File: src/include/tl2umi_defs.svh
// **************************************
// Widths, TL and UMI opcode encodings,
// atomic params and command field bits
// **************************************

`ifndef TL2UMI_DEFS_SVH
`define TL2UMI_DEFS_SVH

`define TL2UMI_CW   32
`define TL2UMI_AW   64
`define TL2UMI_DW   64
`define TL2UMI_TLAW 56
`define TL2UMI_SRCW 5

// TL A channel opcodes
`define TL_A_PUTFULL    3'd0
`define TL_A_PUTPARTIAL 3'd1
`define TL_A_ARITH      3'd2
`define TL_A_LOGICAL    3'd3
`define TL_A_GET        3'd4

// TL D channel opcodes
`define TL_D_ACCESSACK     3'd0
`define TL_D_ACCESSACKDATA 3'd1

// Arithmetic params
`define TL_PA_MIN  3'd0
`define TL_PA_MAX  3'd1
`define TL_PA_MINU 3'd2
`define TL_PA_MAXU 3'd3
`define TL_PA_ADD  3'd4

// Logical params
`define TL_PL_XOR  3'd0
`define TL_PL_OR   3'd1
`define TL_PL_AND  3'd2
`define TL_PL_SWAP 3'd3

`define UMI_REQ_READ   5'd1
`define UMI_REQ_WRITE  5'd3
`define UMI_REQ_ATOMIC 5'd9
`define UMI_RESP_READ  5'd2
`define UMI_RESP_WRITE 5'd4

// UMI atomic types
`define UMI_ATYPE_ADD  8'd0
`define UMI_ATYPE_AND  8'd1
`define UMI_ATYPE_OR   8'd2
`define UMI_ATYPE_XOR  8'd3
`define UMI_ATYPE_MAX  8'd4
`define UMI_ATYPE_MIN  8'd5
`define UMI_ATYPE_MAXU 8'd6
`define UMI_ATYPE_MINU 8'd7
`define UMI_ATYPE_SWAP 8'd8

// Command fields
`define UMI_CMD_OP_MSB   4
`define UMI_CMD_OP_LSB   0
`define UMI_CMD_SIZE_MSB 7
`define UMI_CMD_SIZE_LSB 5
`define UMI_CMD_LEN_MSB  15
`define UMI_CMD_LEN_LSB  8
`define UMI_CMD_EOM      22

// User bits of the source address
`define UMI_USR_SRC_MSB  4
`define UMI_USR_SRC_LSB  0
`define UMI_USR_SIZE_MSB 10
`define UMI_USR_SIZE_LSB 8
`define UMI_USR_OFF_MSB  14
`define UMI_USR_OFF_LSB  12
`define UMI_USR_HOST_LSB 16

`endif
File: src/logic/tl2umi_pkg.sv
// **************************************
// Bridge types: field vectors, A and D
// beats, UMI packet and FSM states
// **************************************

`include "tl2umi_defs.svh"

package tl2umi_pkg;

    typedef logic [`TL2UMI_DW-1:0]   data_t;
    typedef logic [`TL2UMI_AW-1:0]   umi_addr_t;
    typedef logic [`TL2UMI_TLAW-1:0] tl_addr_t;
    typedef logic [`TL2UMI_CW-1:0]   umi_cmd_t;
    typedef logic [`TL2UMI_SRCW-1:0] tl_source_t;

    // log2 of the byte count
    typedef logic [2:0] tl_size_t;
    typedef logic [`TL2UMI_DW/8-1:0] byte_mask_t;
    typedef logic [2:0] byte_off_t;
    // Byte count minus one
    typedef logic [7:0] umi_len_t;

    typedef struct packed {
        logic [2:0] opcode;
        logic [2:0] param;
        tl_size_t   size;
        tl_source_t source;
        tl_addr_t   address;
        byte_mask_t mask;
        data_t      data;
    } tl_a_t;

    typedef struct packed {
        logic [2:0] opcode;
        tl_size_t   size;
        tl_source_t source;
        data_t      data;
    } tl_d_t;

    typedef struct packed {
        umi_cmd_t  cmd;
        umi_addr_t dstaddr;
        umi_addr_t srcaddr;
        data_t     data;
    } umi_pkt_t;

    typedef enum logic [1:0] {
        REQ_IDLE,
        REQ_SEND,
        REQ_WAIT
    } req_state_e;

    typedef enum logic {
        RESP_IDLE,
        RESP_HOLD
    } resp_state_e;

endpackage

File: src/logic/tl2umi.sv
// **************************************
// TL-UH to UMI host bridge, top level
// **************************************

`timescale 1ns/1ps

module tl2umi (
    input  logic                  clk,
    input  logic                  nreset,
    input  tl2umi_pkg::umi_addr_t host_srcaddr,

    input  logic                  tl_a_valid,
    output logic                  tl_a_ready,
    input  tl2umi_pkg::tl_a_t     tl_a,

    output logic                  tl_d_valid,
    input  logic                  tl_d_ready,
    output tl2umi_pkg::tl_d_t     tl_d,

    output logic                  uhost_req_valid,
    input  logic                  uhost_req_ready,
    output tl2umi_pkg::umi_pkt_t  uhost_req,

    input  logic                  uhost_resp_valid,
    output logic                  uhost_resp_ready,
    input  tl2umi_pkg::umi_pkt_t  uhost_resp
);

    logic                 pkt_valid;
    logic                 pkt_ready;
    tl2umi_pkg::umi_pkt_t pkt;
    logic                 txn_done;

    tl2umi_req req_i (
        .clk          (clk),
        .nreset       (nreset),
        .host_srcaddr (host_srcaddr),
        .tl_a_valid   (tl_a_valid),
        .tl_a_ready   (tl_a_ready),
        .tl_a         (tl_a),
        .pkt_valid    (pkt_valid),
        .pkt_ready    (pkt_ready),
        .pkt          (pkt),
        .txn_done     (txn_done)
    );

    // Decouples the request FSM from UMI back-pressure
    umi_req_fifo fifo_i (
        .clk      (clk),
        .nreset   (nreset),
        .wr_valid (pkt_valid),
        .wr_ready (pkt_ready),
        .wr_pkt   (pkt),
        .rd_valid (uhost_req_valid),
        .rd_ready (uhost_req_ready),
        .rd_pkt   (uhost_req)
    );

    tl2umi_resp resp_i (
        .clk              (clk),
        .nreset           (nreset),
        .uhost_resp_valid (uhost_resp_valid),
        .uhost_resp_ready (uhost_resp_ready),
        .uhost_resp       (uhost_resp),
        .tl_d_valid       (tl_d_valid),
        .tl_d_ready       (tl_d_ready),
        .tl_d             (tl_d),
        .txn_done         (txn_done)
    );

endmodule

File: src/logic/tl2umi_resp.sv
// **************************************
// Response FSM: UMI responses to D beats
// **************************************

`timescale 1ns/1ps
`include "tl2umi_defs.svh"

module tl2umi_resp (
    input  logic                 clk,
    input  logic                 nreset,
    input  logic                 uhost_resp_valid,
    output logic                 uhost_resp_ready,
    input  tl2umi_pkg::umi_pkt_t uhost_resp,
    output logic                 tl_d_valid,
    input  logic                 tl_d_ready,
    output tl2umi_pkg::tl_d_t    tl_d,
    output logic                 txn_done
);

    tl2umi_pkg::resp_state_e state;
    logic [4:0]              resp_opcode;
    tl2umi_pkg::byte_off_t   resp_offset;
    logic                    is_read;
    logic                    is_write;
    logic                    resp_fire;

    assign resp_opcode = uhost_resp.cmd[`UMI_CMD_OP_MSB:`UMI_CMD_OP_LSB];
    // Offset echoed back through the request source address
    assign resp_offset = uhost_resp.dstaddr[`UMI_USR_OFF_MSB:`UMI_USR_OFF_LSB];
    assign is_read = (resp_opcode == `UMI_RESP_READ);
    assign is_write = (resp_opcode == `UMI_RESP_WRITE);

    assign uhost_resp_ready = (state == tl2umi_pkg::RESP_IDLE);
    assign tl_d_valid = (state == tl2umi_pkg::RESP_HOLD);
    assign resp_fire = uhost_resp_valid && uhost_resp_ready;
    assign txn_done = tl_d_valid && tl_d_ready;

    always_ff @(posedge clk or negedge nreset) begin
        if (!nreset) begin
            state <= tl2umi_pkg::RESP_IDLE;
        end else begin
            case (state)
                tl2umi_pkg::RESP_IDLE: begin
                    // Other response types are swallowed here
                    if (resp_fire && (is_read || is_write)) begin
                        state <= tl2umi_pkg::RESP_HOLD;
                    end
                end
                tl2umi_pkg::RESP_HOLD: begin
                    if (tl_d_ready) begin
                        state <= tl2umi_pkg::RESP_IDLE;
                    end
                end
                default: state <= tl2umi_pkg::RESP_IDLE;
            endcase
        end
    end

    always_ff @(posedge clk) begin
        if (resp_fire) begin
            tl_d.source <= uhost_resp.dstaddr[`UMI_USR_SRC_MSB:`UMI_USR_SRC_LSB];
            tl_d.size <= uhost_resp.dstaddr[`UMI_USR_SIZE_MSB:`UMI_USR_SIZE_LSB];
            if (is_read) begin
                tl_d.opcode <= `TL_D_ACCESSACKDATA;
                tl_d.data <= uhost_resp.data << {resp_offset, 3'b000};
            end else begin
                tl_d.opcode <= `TL_D_ACCESSACK;
                tl_d.data <= '0;
            end
        end
    end

endmodule

File: src/logic/umi_req_fifo.sv
// **************************************
// Two-entry FIFO for UMI request packets
// **************************************

`timescale 1ns/1ps

module umi_req_fifo (
    input  logic                 clk,
    input  logic                 nreset,
    input  logic                 wr_valid,
    output logic                 wr_ready,
    input  tl2umi_pkg::umi_pkt_t wr_pkt,
    output logic                 rd_valid,
    input  logic                 rd_ready,
    output tl2umi_pkg::umi_pkt_t rd_pkt
);

    tl2umi_pkg::umi_pkt_t mem [0:1];
    logic                 wr_ptr;
    logic                 rd_ptr;
    logic [1:0]           count;
    logic                 wr_en;
    logic                 rd_en;

    assign wr_ready = (count != 2'd2);
    assign rd_valid = (count != 2'd0);
    assign rd_pkt = mem[rd_ptr];

    assign wr_en = wr_valid && wr_ready;
    assign rd_en = rd_valid && rd_ready;

    always_ff @(posedge clk or negedge nreset) begin
        if (!nreset) begin
            wr_ptr <= 1'b0;
            rd_ptr <= 1'b0;
            count <= 2'd0;
        end else begin
            if (wr_en) begin
                wr_ptr <= ~wr_ptr;
            end
            if (rd_en) begin
                rd_ptr <= ~rd_ptr;
            end
            count <= count + {1'b0, wr_en} - {1'b0, rd_en};
        end
    end

    always_ff @(posedge clk) begin
        if (wr_en) begin
            mem[wr_ptr] <= wr_pkt;
        end
    end

endmodule

File: src/logic/tl2umi_req.sv
// **************************************
// Request FSM: accepts A beats and
// builds UMI request packets
// **************************************

`timescale 1ns/1ps
`include "tl2umi_defs.svh"

module tl2umi_req (
    input  logic                  clk,
    input  logic                  nreset,
    input  tl2umi_pkg::umi_addr_t host_srcaddr,
    input  logic                  tl_a_valid,
    output logic                  tl_a_ready,
    input  tl2umi_pkg::tl_a_t     tl_a,
    output logic                  pkt_valid,
    input  logic                  pkt_ready,
    output tl2umi_pkg::umi_pkt_t  pkt,
    input  logic                  txn_done
);

    tl2umi_pkg::req_state_e state;
    logic [1:0]             reset_done;
    tl2umi_pkg::byte_off_t  offset;
    tl2umi_pkg::umi_len_t   mask_len;
    tl2umi_pkg::umi_addr_t  aligned_addr;
    tl2umi_pkg::data_t      shifted_data;
    logic                   mask_zero;
    logic                   supported;
    logic                   a_fire;
    tl2umi_pkg::umi_pkt_t   next_pkt;

    tl_mask_convert mask_i (
        .mask         (tl_a.mask),
        .address      (tl_a.address),
        .data         (tl_a.data),
        .offset       (offset),
        .len          (mask_len),
        .aligned_addr (aligned_addr),
        .shifted_data (shifted_data),
        .mask_zero    (mask_zero)
    );

    always_comb begin
        supported = 1'b1;
        next_pkt = '0;
        next_pkt.cmd[`UMI_CMD_EOM] = 1'b1;
        next_pkt.dstaddr = aligned_addr;
        next_pkt.data = shifted_data;
        // Route-back info for the response path
        next_pkt.srcaddr[`TL2UMI_AW-1:`UMI_USR_HOST_LSB] =
            host_srcaddr[`TL2UMI_AW-1:`UMI_USR_HOST_LSB];
        next_pkt.srcaddr[`UMI_USR_OFF_MSB:`UMI_USR_OFF_LSB] = offset;
        next_pkt.srcaddr[`UMI_USR_SIZE_MSB:`UMI_USR_SIZE_LSB] = tl_a.size;
        next_pkt.srcaddr[`UMI_USR_SRC_MSB:`UMI_USR_SRC_LSB] = tl_a.source;
        case (tl_a.opcode)
            `TL_A_GET: begin
                next_pkt.cmd[`UMI_CMD_OP_MSB:`UMI_CMD_OP_LSB] = `UMI_REQ_READ;
                next_pkt.cmd[`UMI_CMD_LEN_MSB:`UMI_CMD_LEN_LSB] =
                    (tl2umi_pkg::umi_len_t'(1) << tl_a.size) - 8'd1;
            end
            `TL_A_PUTFULL, `TL_A_PUTPARTIAL: begin
                next_pkt.cmd[`UMI_CMD_OP_MSB:`UMI_CMD_OP_LSB] = `UMI_REQ_WRITE;
                next_pkt.cmd[`UMI_CMD_LEN_MSB:`UMI_CMD_LEN_LSB] = mask_len;
            end
            `TL_A_ARITH: begin
                next_pkt.cmd[`UMI_CMD_OP_MSB:`UMI_CMD_OP_LSB] = `UMI_REQ_ATOMIC;
                next_pkt.cmd[`UMI_CMD_SIZE_MSB:`UMI_CMD_SIZE_LSB] = tl_a.size;
                case (tl_a.param)
                    `TL_PA_MIN:  next_pkt.cmd[`UMI_CMD_LEN_MSB:`UMI_CMD_LEN_LSB] = `UMI_ATYPE_MIN;
                    `TL_PA_MAX:  next_pkt.cmd[`UMI_CMD_LEN_MSB:`UMI_CMD_LEN_LSB] = `UMI_ATYPE_MAX;
                    `TL_PA_MINU: next_pkt.cmd[`UMI_CMD_LEN_MSB:`UMI_CMD_LEN_LSB] = `UMI_ATYPE_MINU;
                    `TL_PA_MAXU: next_pkt.cmd[`UMI_CMD_LEN_MSB:`UMI_CMD_LEN_LSB] = `UMI_ATYPE_MAXU;
                    `TL_PA_ADD:  next_pkt.cmd[`UMI_CMD_LEN_MSB:`UMI_CMD_LEN_LSB] = `UMI_ATYPE_ADD;
                    default:     supported = 1'b0;
                endcase
            end
            `TL_A_LOGICAL: begin
                next_pkt.cmd[`UMI_CMD_OP_MSB:`UMI_CMD_OP_LSB] = `UMI_REQ_ATOMIC;
                next_pkt.cmd[`UMI_CMD_SIZE_MSB:`UMI_CMD_SIZE_LSB] = tl_a.size;
                case (tl_a.param)
                    `TL_PL_XOR:  next_pkt.cmd[`UMI_CMD_LEN_MSB:`UMI_CMD_LEN_LSB] = `UMI_ATYPE_XOR;
                    `TL_PL_OR:   next_pkt.cmd[`UMI_CMD_LEN_MSB:`UMI_CMD_LEN_LSB] = `UMI_ATYPE_OR;
                    `TL_PL_AND:  next_pkt.cmd[`UMI_CMD_LEN_MSB:`UMI_CMD_LEN_LSB] = `UMI_ATYPE_AND;
                    `TL_PL_SWAP: next_pkt.cmd[`UMI_CMD_LEN_MSB:`UMI_CMD_LEN_LSB] = `UMI_ATYPE_SWAP;
                    default:     supported = 1'b0;
                endcase
            end
            default: supported = 1'b0;
        endcase
        // Nothing to access with an empty mask
        if (mask_zero) begin
            supported = 1'b0;
        end
    end

    assign tl_a_ready = reset_done[1] && (state == tl2umi_pkg::REQ_IDLE);
    assign a_fire = tl_a_valid && tl_a_ready;
    assign pkt_valid = (state == tl2umi_pkg::REQ_SEND);

    always_ff @(posedge clk or negedge nreset) begin
        if (!nreset) begin
            reset_done <= 2'b00;
            state <= tl2umi_pkg::REQ_IDLE;
        end else begin
            reset_done <= {reset_done[0], 1'b1};
            case (state)
                tl2umi_pkg::REQ_IDLE: begin
                    if (a_fire && supported) begin
                        state <= tl2umi_pkg::REQ_SEND;
                    end
                end
                tl2umi_pkg::REQ_SEND: begin
                    if (pkt_ready) begin
                        state <= tl2umi_pkg::REQ_WAIT;
                    end
                end
                tl2umi_pkg::REQ_WAIT: begin
                    if (txn_done) begin
                        state <= tl2umi_pkg::REQ_IDLE;
                    end
                end
                default: state <= tl2umi_pkg::REQ_IDLE;
            endcase
        end
    end

    always_ff @(posedge clk) begin
        if (a_fire) begin
            pkt <= next_pkt;
        end
    end

endmodule

File: src/logic/tl_mask_convert.sv
// **************************************
// TL byte mask to maskless UMI access:
// offset, length, address and data
// **************************************

`timescale 1ns/1ps
`include "tl2umi_defs.svh"

module tl_mask_convert (
    input  tl2umi_pkg::byte_mask_t mask,
    input  tl2umi_pkg::tl_addr_t   address,
    input  tl2umi_pkg::data_t      data,
    output tl2umi_pkg::byte_off_t  offset,
    output tl2umi_pkg::umi_len_t   len,
    output tl2umi_pkg::umi_addr_t  aligned_addr,
    output tl2umi_pkg::data_t      shifted_data,
    output logic                   mask_zero
);

    tl2umi_pkg::umi_len_t ones;

    // Lowest set bit wins, so scan from the top down
    always_comb begin
        offset = '0;
        for (int i = 7; i >= 0; i--) begin
            if (mask[i]) begin
                offset = tl2umi_pkg::byte_off_t'(i);
            end
        end
    end

    always_comb begin
        ones = '0;
        for (int i = 0; i < 8; i++) begin
            ones = ones + tl2umi_pkg::umi_len_t'(mask[i]);
        end
    end

    assign len = ones - 8'd1;
    assign mask_zero = ~|mask;

    assign aligned_addr = tl2umi_pkg::umi_addr_t'({address[`TL2UMI_TLAW-1:3], offset});
    assign shifted_data = data >> {offset, 3'b000};

endmodule

File: config.mk
export PLATFORM = sky130hd
export DESIGN_NAME = tl2umi
export DESIGN_NICKNAME = d
export VERILOG_FILES = /design/src/logic/tl2umi_pkg.sv /design/src/logic/tl2umi.sv /design/src/logic/tl2umi_resp.sv /design/src/logic/umi_req_fifo.sv /design/src/logic/tl2umi_req.sv /design/src/logic/tl_mask_convert.sv
export VERILOG_INCLUDE_DIRS = /design/src /design/src/include
export SDC_FILE = /design/constraint.sdc
export NUM_CORES = 1
export LEC_CHECK = 0
export BUFFER_PORTS_ARGS = -buffer_cell sky130_fd_sc_hd__clkbuf_2
export CAP_MARGIN = 25
export CORE_AREA = 2 2 290 292
export DETAILED_ROUTE_END_ITERATION = 10
export DIE_AREA = 0 0 292 294
export SYNTH_ARGS = -nofsm -noshare
export SYNTH_HDL_FRONTEND = slang
export SYNTH_HIERARCHICAL = 1
export SYNTH_SLANG_ARGS = --single-unit
File: constraint.sdc
create_clock -name clk -period 11.4 [get_ports clk]
set_input_delay 1.14 -clock clk [delete_from_list [all_inputs] [get_ports clk]]
set_output_delay 1.14 -clock clk [all_outputs]
set_load 0.005 [all_outputs]
==> reports/metrics.yaml <==
power:
  leakage_nw: 13.9
  power_per_cell_area_nw_per_um2: 201
  vdd_drop_max_mv: 0.232
clock_tree:
  tritoncts_clock_tree: "built"
  path_clk_slew_ps: 60
  cts.htree.levels: 3
  clock-sinks: 731
  post-cts-setup-buffers: 0
  clk_root_buffer_cell: "sky130_fd_sc_hd__clkbuf_16"
  clock_latency_on_the_worst_skew_pair_ps: 640
  cts_inserted_buffers: 79
  clock_path_buffers: 3
  cts-resized-gates: 0
  postCtsHoldBufs: 0
setup_path:
  worst_ep_required_time_ps: 11690
  worstPathArrival_ps: 4530
  setup.worst_path.start_class: "input pin"
  critical_path_class: "in -> reg"
  critical_path.endpoint_type: "flip-flop"
  critical_path.slowest_cell: "sky130_fd_sc_hd__nand2_1"
  crit_chain: "clkbuf_2 > nor2_1 > o31ai_1 > nand2_1 > inv_1 > nand2_1 > o221ai_1"
  critical-path-max-stage-delay_ps: 970
  cp_common_cell: "sky130_fd_sc_hd__nand2_1"
  worst-path-max-fanout: 24
drt:
  drt.antenna.violating_nets: 0
  num_vias: 15900
  drt_iter0_markers: 921
  post-route-drc-count: 0
  detailedRoute.firstPassIterationCount: 7
  detail_route.wirelength_um: 71400
  vias_per_cell: 4.85
  wl_per_cell_um: 21.7
logic_synthesis:
  synth-edff-count: 722
  synth_top_flop_cell: "sky130_fd_sc_hd__edfxtp_1"
  ys_seq_area_share_pct: 73.0
  number_of_instances_in_the_synthesized_netlist: 1590
  syn_area_per_cell_um2: 18.9
  yosys.cell_types.count: 65
  ys_ff_latch: 731
  synthArstFlopShare_pct: 1.23
  syn-cell-area_um2: 30000
  ys.warnings.count: 6
timing:
  report.final.slew_viol_count: 0
  finalWorstPathRequiredPeriod_ps: 4240
  timing.final.setup_violations: 0
  fin_crit_sh_pct: 37.2
  max_freq_mhz: 236
  worst_slew_margin_rel_pct: 22.3
  finalHoldViolCount: 0
  fin_skew_ps: 34.1
  fin_setup_tns_ps: 0
  tightest_slew_ps: 1170
  grt_setup_unrepaired: "false"
floorplanning:
  die_y_um: 294
  ioPinCount: 739
  die_width_um: 292
  core_area_um2: 82900
  fp-row-count: 106
  area_of_the_die_um2: 85800
  initial_utilization_pct: 36.2
min_path:
  worst_hold_check_path_type: "reg -> reg"
finish:
  drive_gt1_share_pct: 45.0
  final_area_um2: 35900
  signed_area_change_from_the_synthesized_netlist_to_the_final_layout_pct: 19.7
  number_of_nets_in_the_finished_design: 2584
grt:
  grt_max_degree: 132
  grt_pass1_wl_um: 103000
  overflow: 0
  initial_antenna_violation_count: 11
  global_routing_usage_summed_across_all_routing_layers_pct: 16.0
  first_global_vias: 16600
outcome:
  run_status: "finished clean"
placement:
  io_buffers: 573
  detailed_place_hpwl_um: 48800
  routabilityCongestion: 0.919
  placement.cell_area_um2: 33400
job:
  cap_violations: 0
==> worst max-delay path, delay by kind of cell <==
family	cells	cell delay, ps
and+or+nand+nor	3	2050
buffers and inverters	2	780
AOI/OAI and AO/OA	2	540
==> per-stage QoR <==
stage	worst slack (ps)	power, mW	cells	hold slack (ps)	utilization [%]
6_report	7160	7.22	3283	346	43.3
2_1_floorplan	593	4.36	1620	331	-
4_1_cts	7120	7.33	3278	329	43.3
3_3_place_gp	6600	4.85	3131	332	40.2
3_5_place_dp	6650	4.87	3132	335	40.3
5_1_grt	7120	7.54	3282	351	43.3
==> state kept, by name, indices dropped and copies added (netlist names) <==
register           cells
req_i/reset_done       2
fifo_i/count           2
fifo_i/rd_ptr          1
req_i/pkt            201
resp_i/tl_d_valid      1
fifo_i/mem           448
req_i/state            2
fifo_i/wr_ptr          1
resp_i/tl_d           73
==> final timing paths <==
| path | from | to | slack, ps | cells past startpoint |
|---|---|---|---|---|
| worst max-delay path | tl_a[67] | req_i/pkt[29] | 7160 | 7 |
| worst min register to register | req_i/reset_done[0] | req_i/reset_done[1] | 350 | 0 |
| max in group asynchronous | nreset | fifo_i/rd_ptr | 10800 | 1 |
| min in group asynchronous | nreset | resp_i/tl_d_valid | 370 | 1 |
| worst max register to register | req_i/state[1] | fifo_i/mem[0][216] | 7670 | 6 |
| worst min-delay path | req_i/reset_done[0] | req_i/reset_done[1] | 350 | 0 |
==> final cells by class <==
class                   count  area [um^2]
clock inverters            52          439
well taps                1080         1350
repair buffers            592         3080
multi-input cells         698         6950
clock buffers              94         2050
flip-flops and latches    731        21900
diodes                      3         7.51
fillers                  7349        47000
inverters                  33          124
==> layout by cell type, fill, tap and decap left out, types with 9 or more instances in the layout <==
cell / count
sky130_fd_sc_hd__clkinv_2: 16
sky130_fd_sc_hd__mux2i_1: 139
sky130_fd_sc_hd__a22o_1: 10
sky130_fd_sc_hd__o22ai_1: 23
sky130_fd_sc_hd__clkbuf_2: 572
sky130_fd_sc_hd__clkinv_1: 20
sky130_fd_sc_hd__clkbuf_16: 80
sky130_fd_sc_hd__o2bb2ai_1: 19
sky130_fd_sc_hd__conb_1: 34
sky130_fd_sc_hd__mux2_4: 150
sky130_fd_sc_hd__o221ai_1: 9
sky130_fd_sc_hd__inv_1: 29
sky130_fd_sc_hd__nor2b_1: 9
sky130_fd_sc_hd__nand2_1: 22
sky130_fd_sc_hd__nor3b_1: 10
sky130_fd_sc_hd__a221oi_1: 9
sky130_fd_sc_hd__ha_1: 9
sky130_fd_sc_hd__mux2_2: 98
sky130_fd_sc_hd__nor2_1: 37
sky130_fd_sc_hd__and3_1: 12
sky130_fd_sc_hd__clkbuf_1: 14
sky130_fd_sc_hd__buf_4: 15
sky130_fd_sc_hd__edfxtp_1: 722
==> synthesized netlist by cell type (9+ instances only) <==
master	instances	area (um^2)
sky130_fd_sc_hd__a221oi_1	9	78.8
sky130_fd_sc_hd__a22o_1	10	87.6
sky130_fd_sc_hd__and3_1	13	81.3
sky130_fd_sc_hd__buf_2	27	135
sky130_fd_sc_hd__buf_4	93	698
sky130_fd_sc_hd__buf_6	24	270
sky130_fd_sc_hd__clkbuf_1	13	48.8
sky130_fd_sc_hd__dfrtp_1	9	225
sky130_fd_sc_hd__edfxtp_1	722	21700
sky130_fd_sc_hd__ha_1	9	113
sky130_fd_sc_hd__inv_1	29	109
sky130_fd_sc_hd__mux2_2	98	1100
sky130_fd_sc_hd__mux2_4	150	2250
sky130_fd_sc_hd__mux2i_1	139	1390
sky130_fd_sc_hd__nand2_1	22	82.6
sky130_fd_sc_hd__nor2_1	38	143
sky130_fd_sc_hd__nor2b_1	10	62.6
sky130_fd_sc_hd__nor3_2	9	90.1
sky130_fd_sc_hd__nor3b_1	10	75.1
sky130_fd_sc_hd__o221ai_1	9	78.8
sky130_fd_sc_hd__o22ai_1	23	144
sky130_fd_sc_hd__o2bb2ai_1	19	166
==> cell families (layout without fill, tap and decap cells) <==
logic type,after synthesis,count (layout),synth area share (%)
AO/OA/AOI/OAI,120,120,3.23
adder cells (fa/ha/maj),13,13,0.642
multiplexers,391,391,16.0
buffers and inverters,191,771,4.27
other,4,37,0.0500
XOR/XNOR,7,7,0.204
AND/OR/NAND/NOR,133,133,2.57
flip-flops,731,731,73.0
==> power breakdown <==
group	internal [mW]	switching, mW	leakage [nW]
Clock	1.36	1.07	1.20
Combinational	0.736	0.740	5.95
Sequential	3.22	0.103	6.76
==> layer usage <==
| layer | part of all wire (%) | GRT usage [%] | vias to the layer above |
|---|---|---|---|
| met5 | 0.16 | 0 | - |
| met4 | 3.5 | 6.83 | 18 |
| met3 | 9.9 | 6.11 | 143 |
| met2 | 49 | 26.6 | 629 |
| met1 | 38 | 18.4 | 7950 |
| li1 | - | - | 7189 |
No activity file was read; power rests on OpenSTA's default activity.
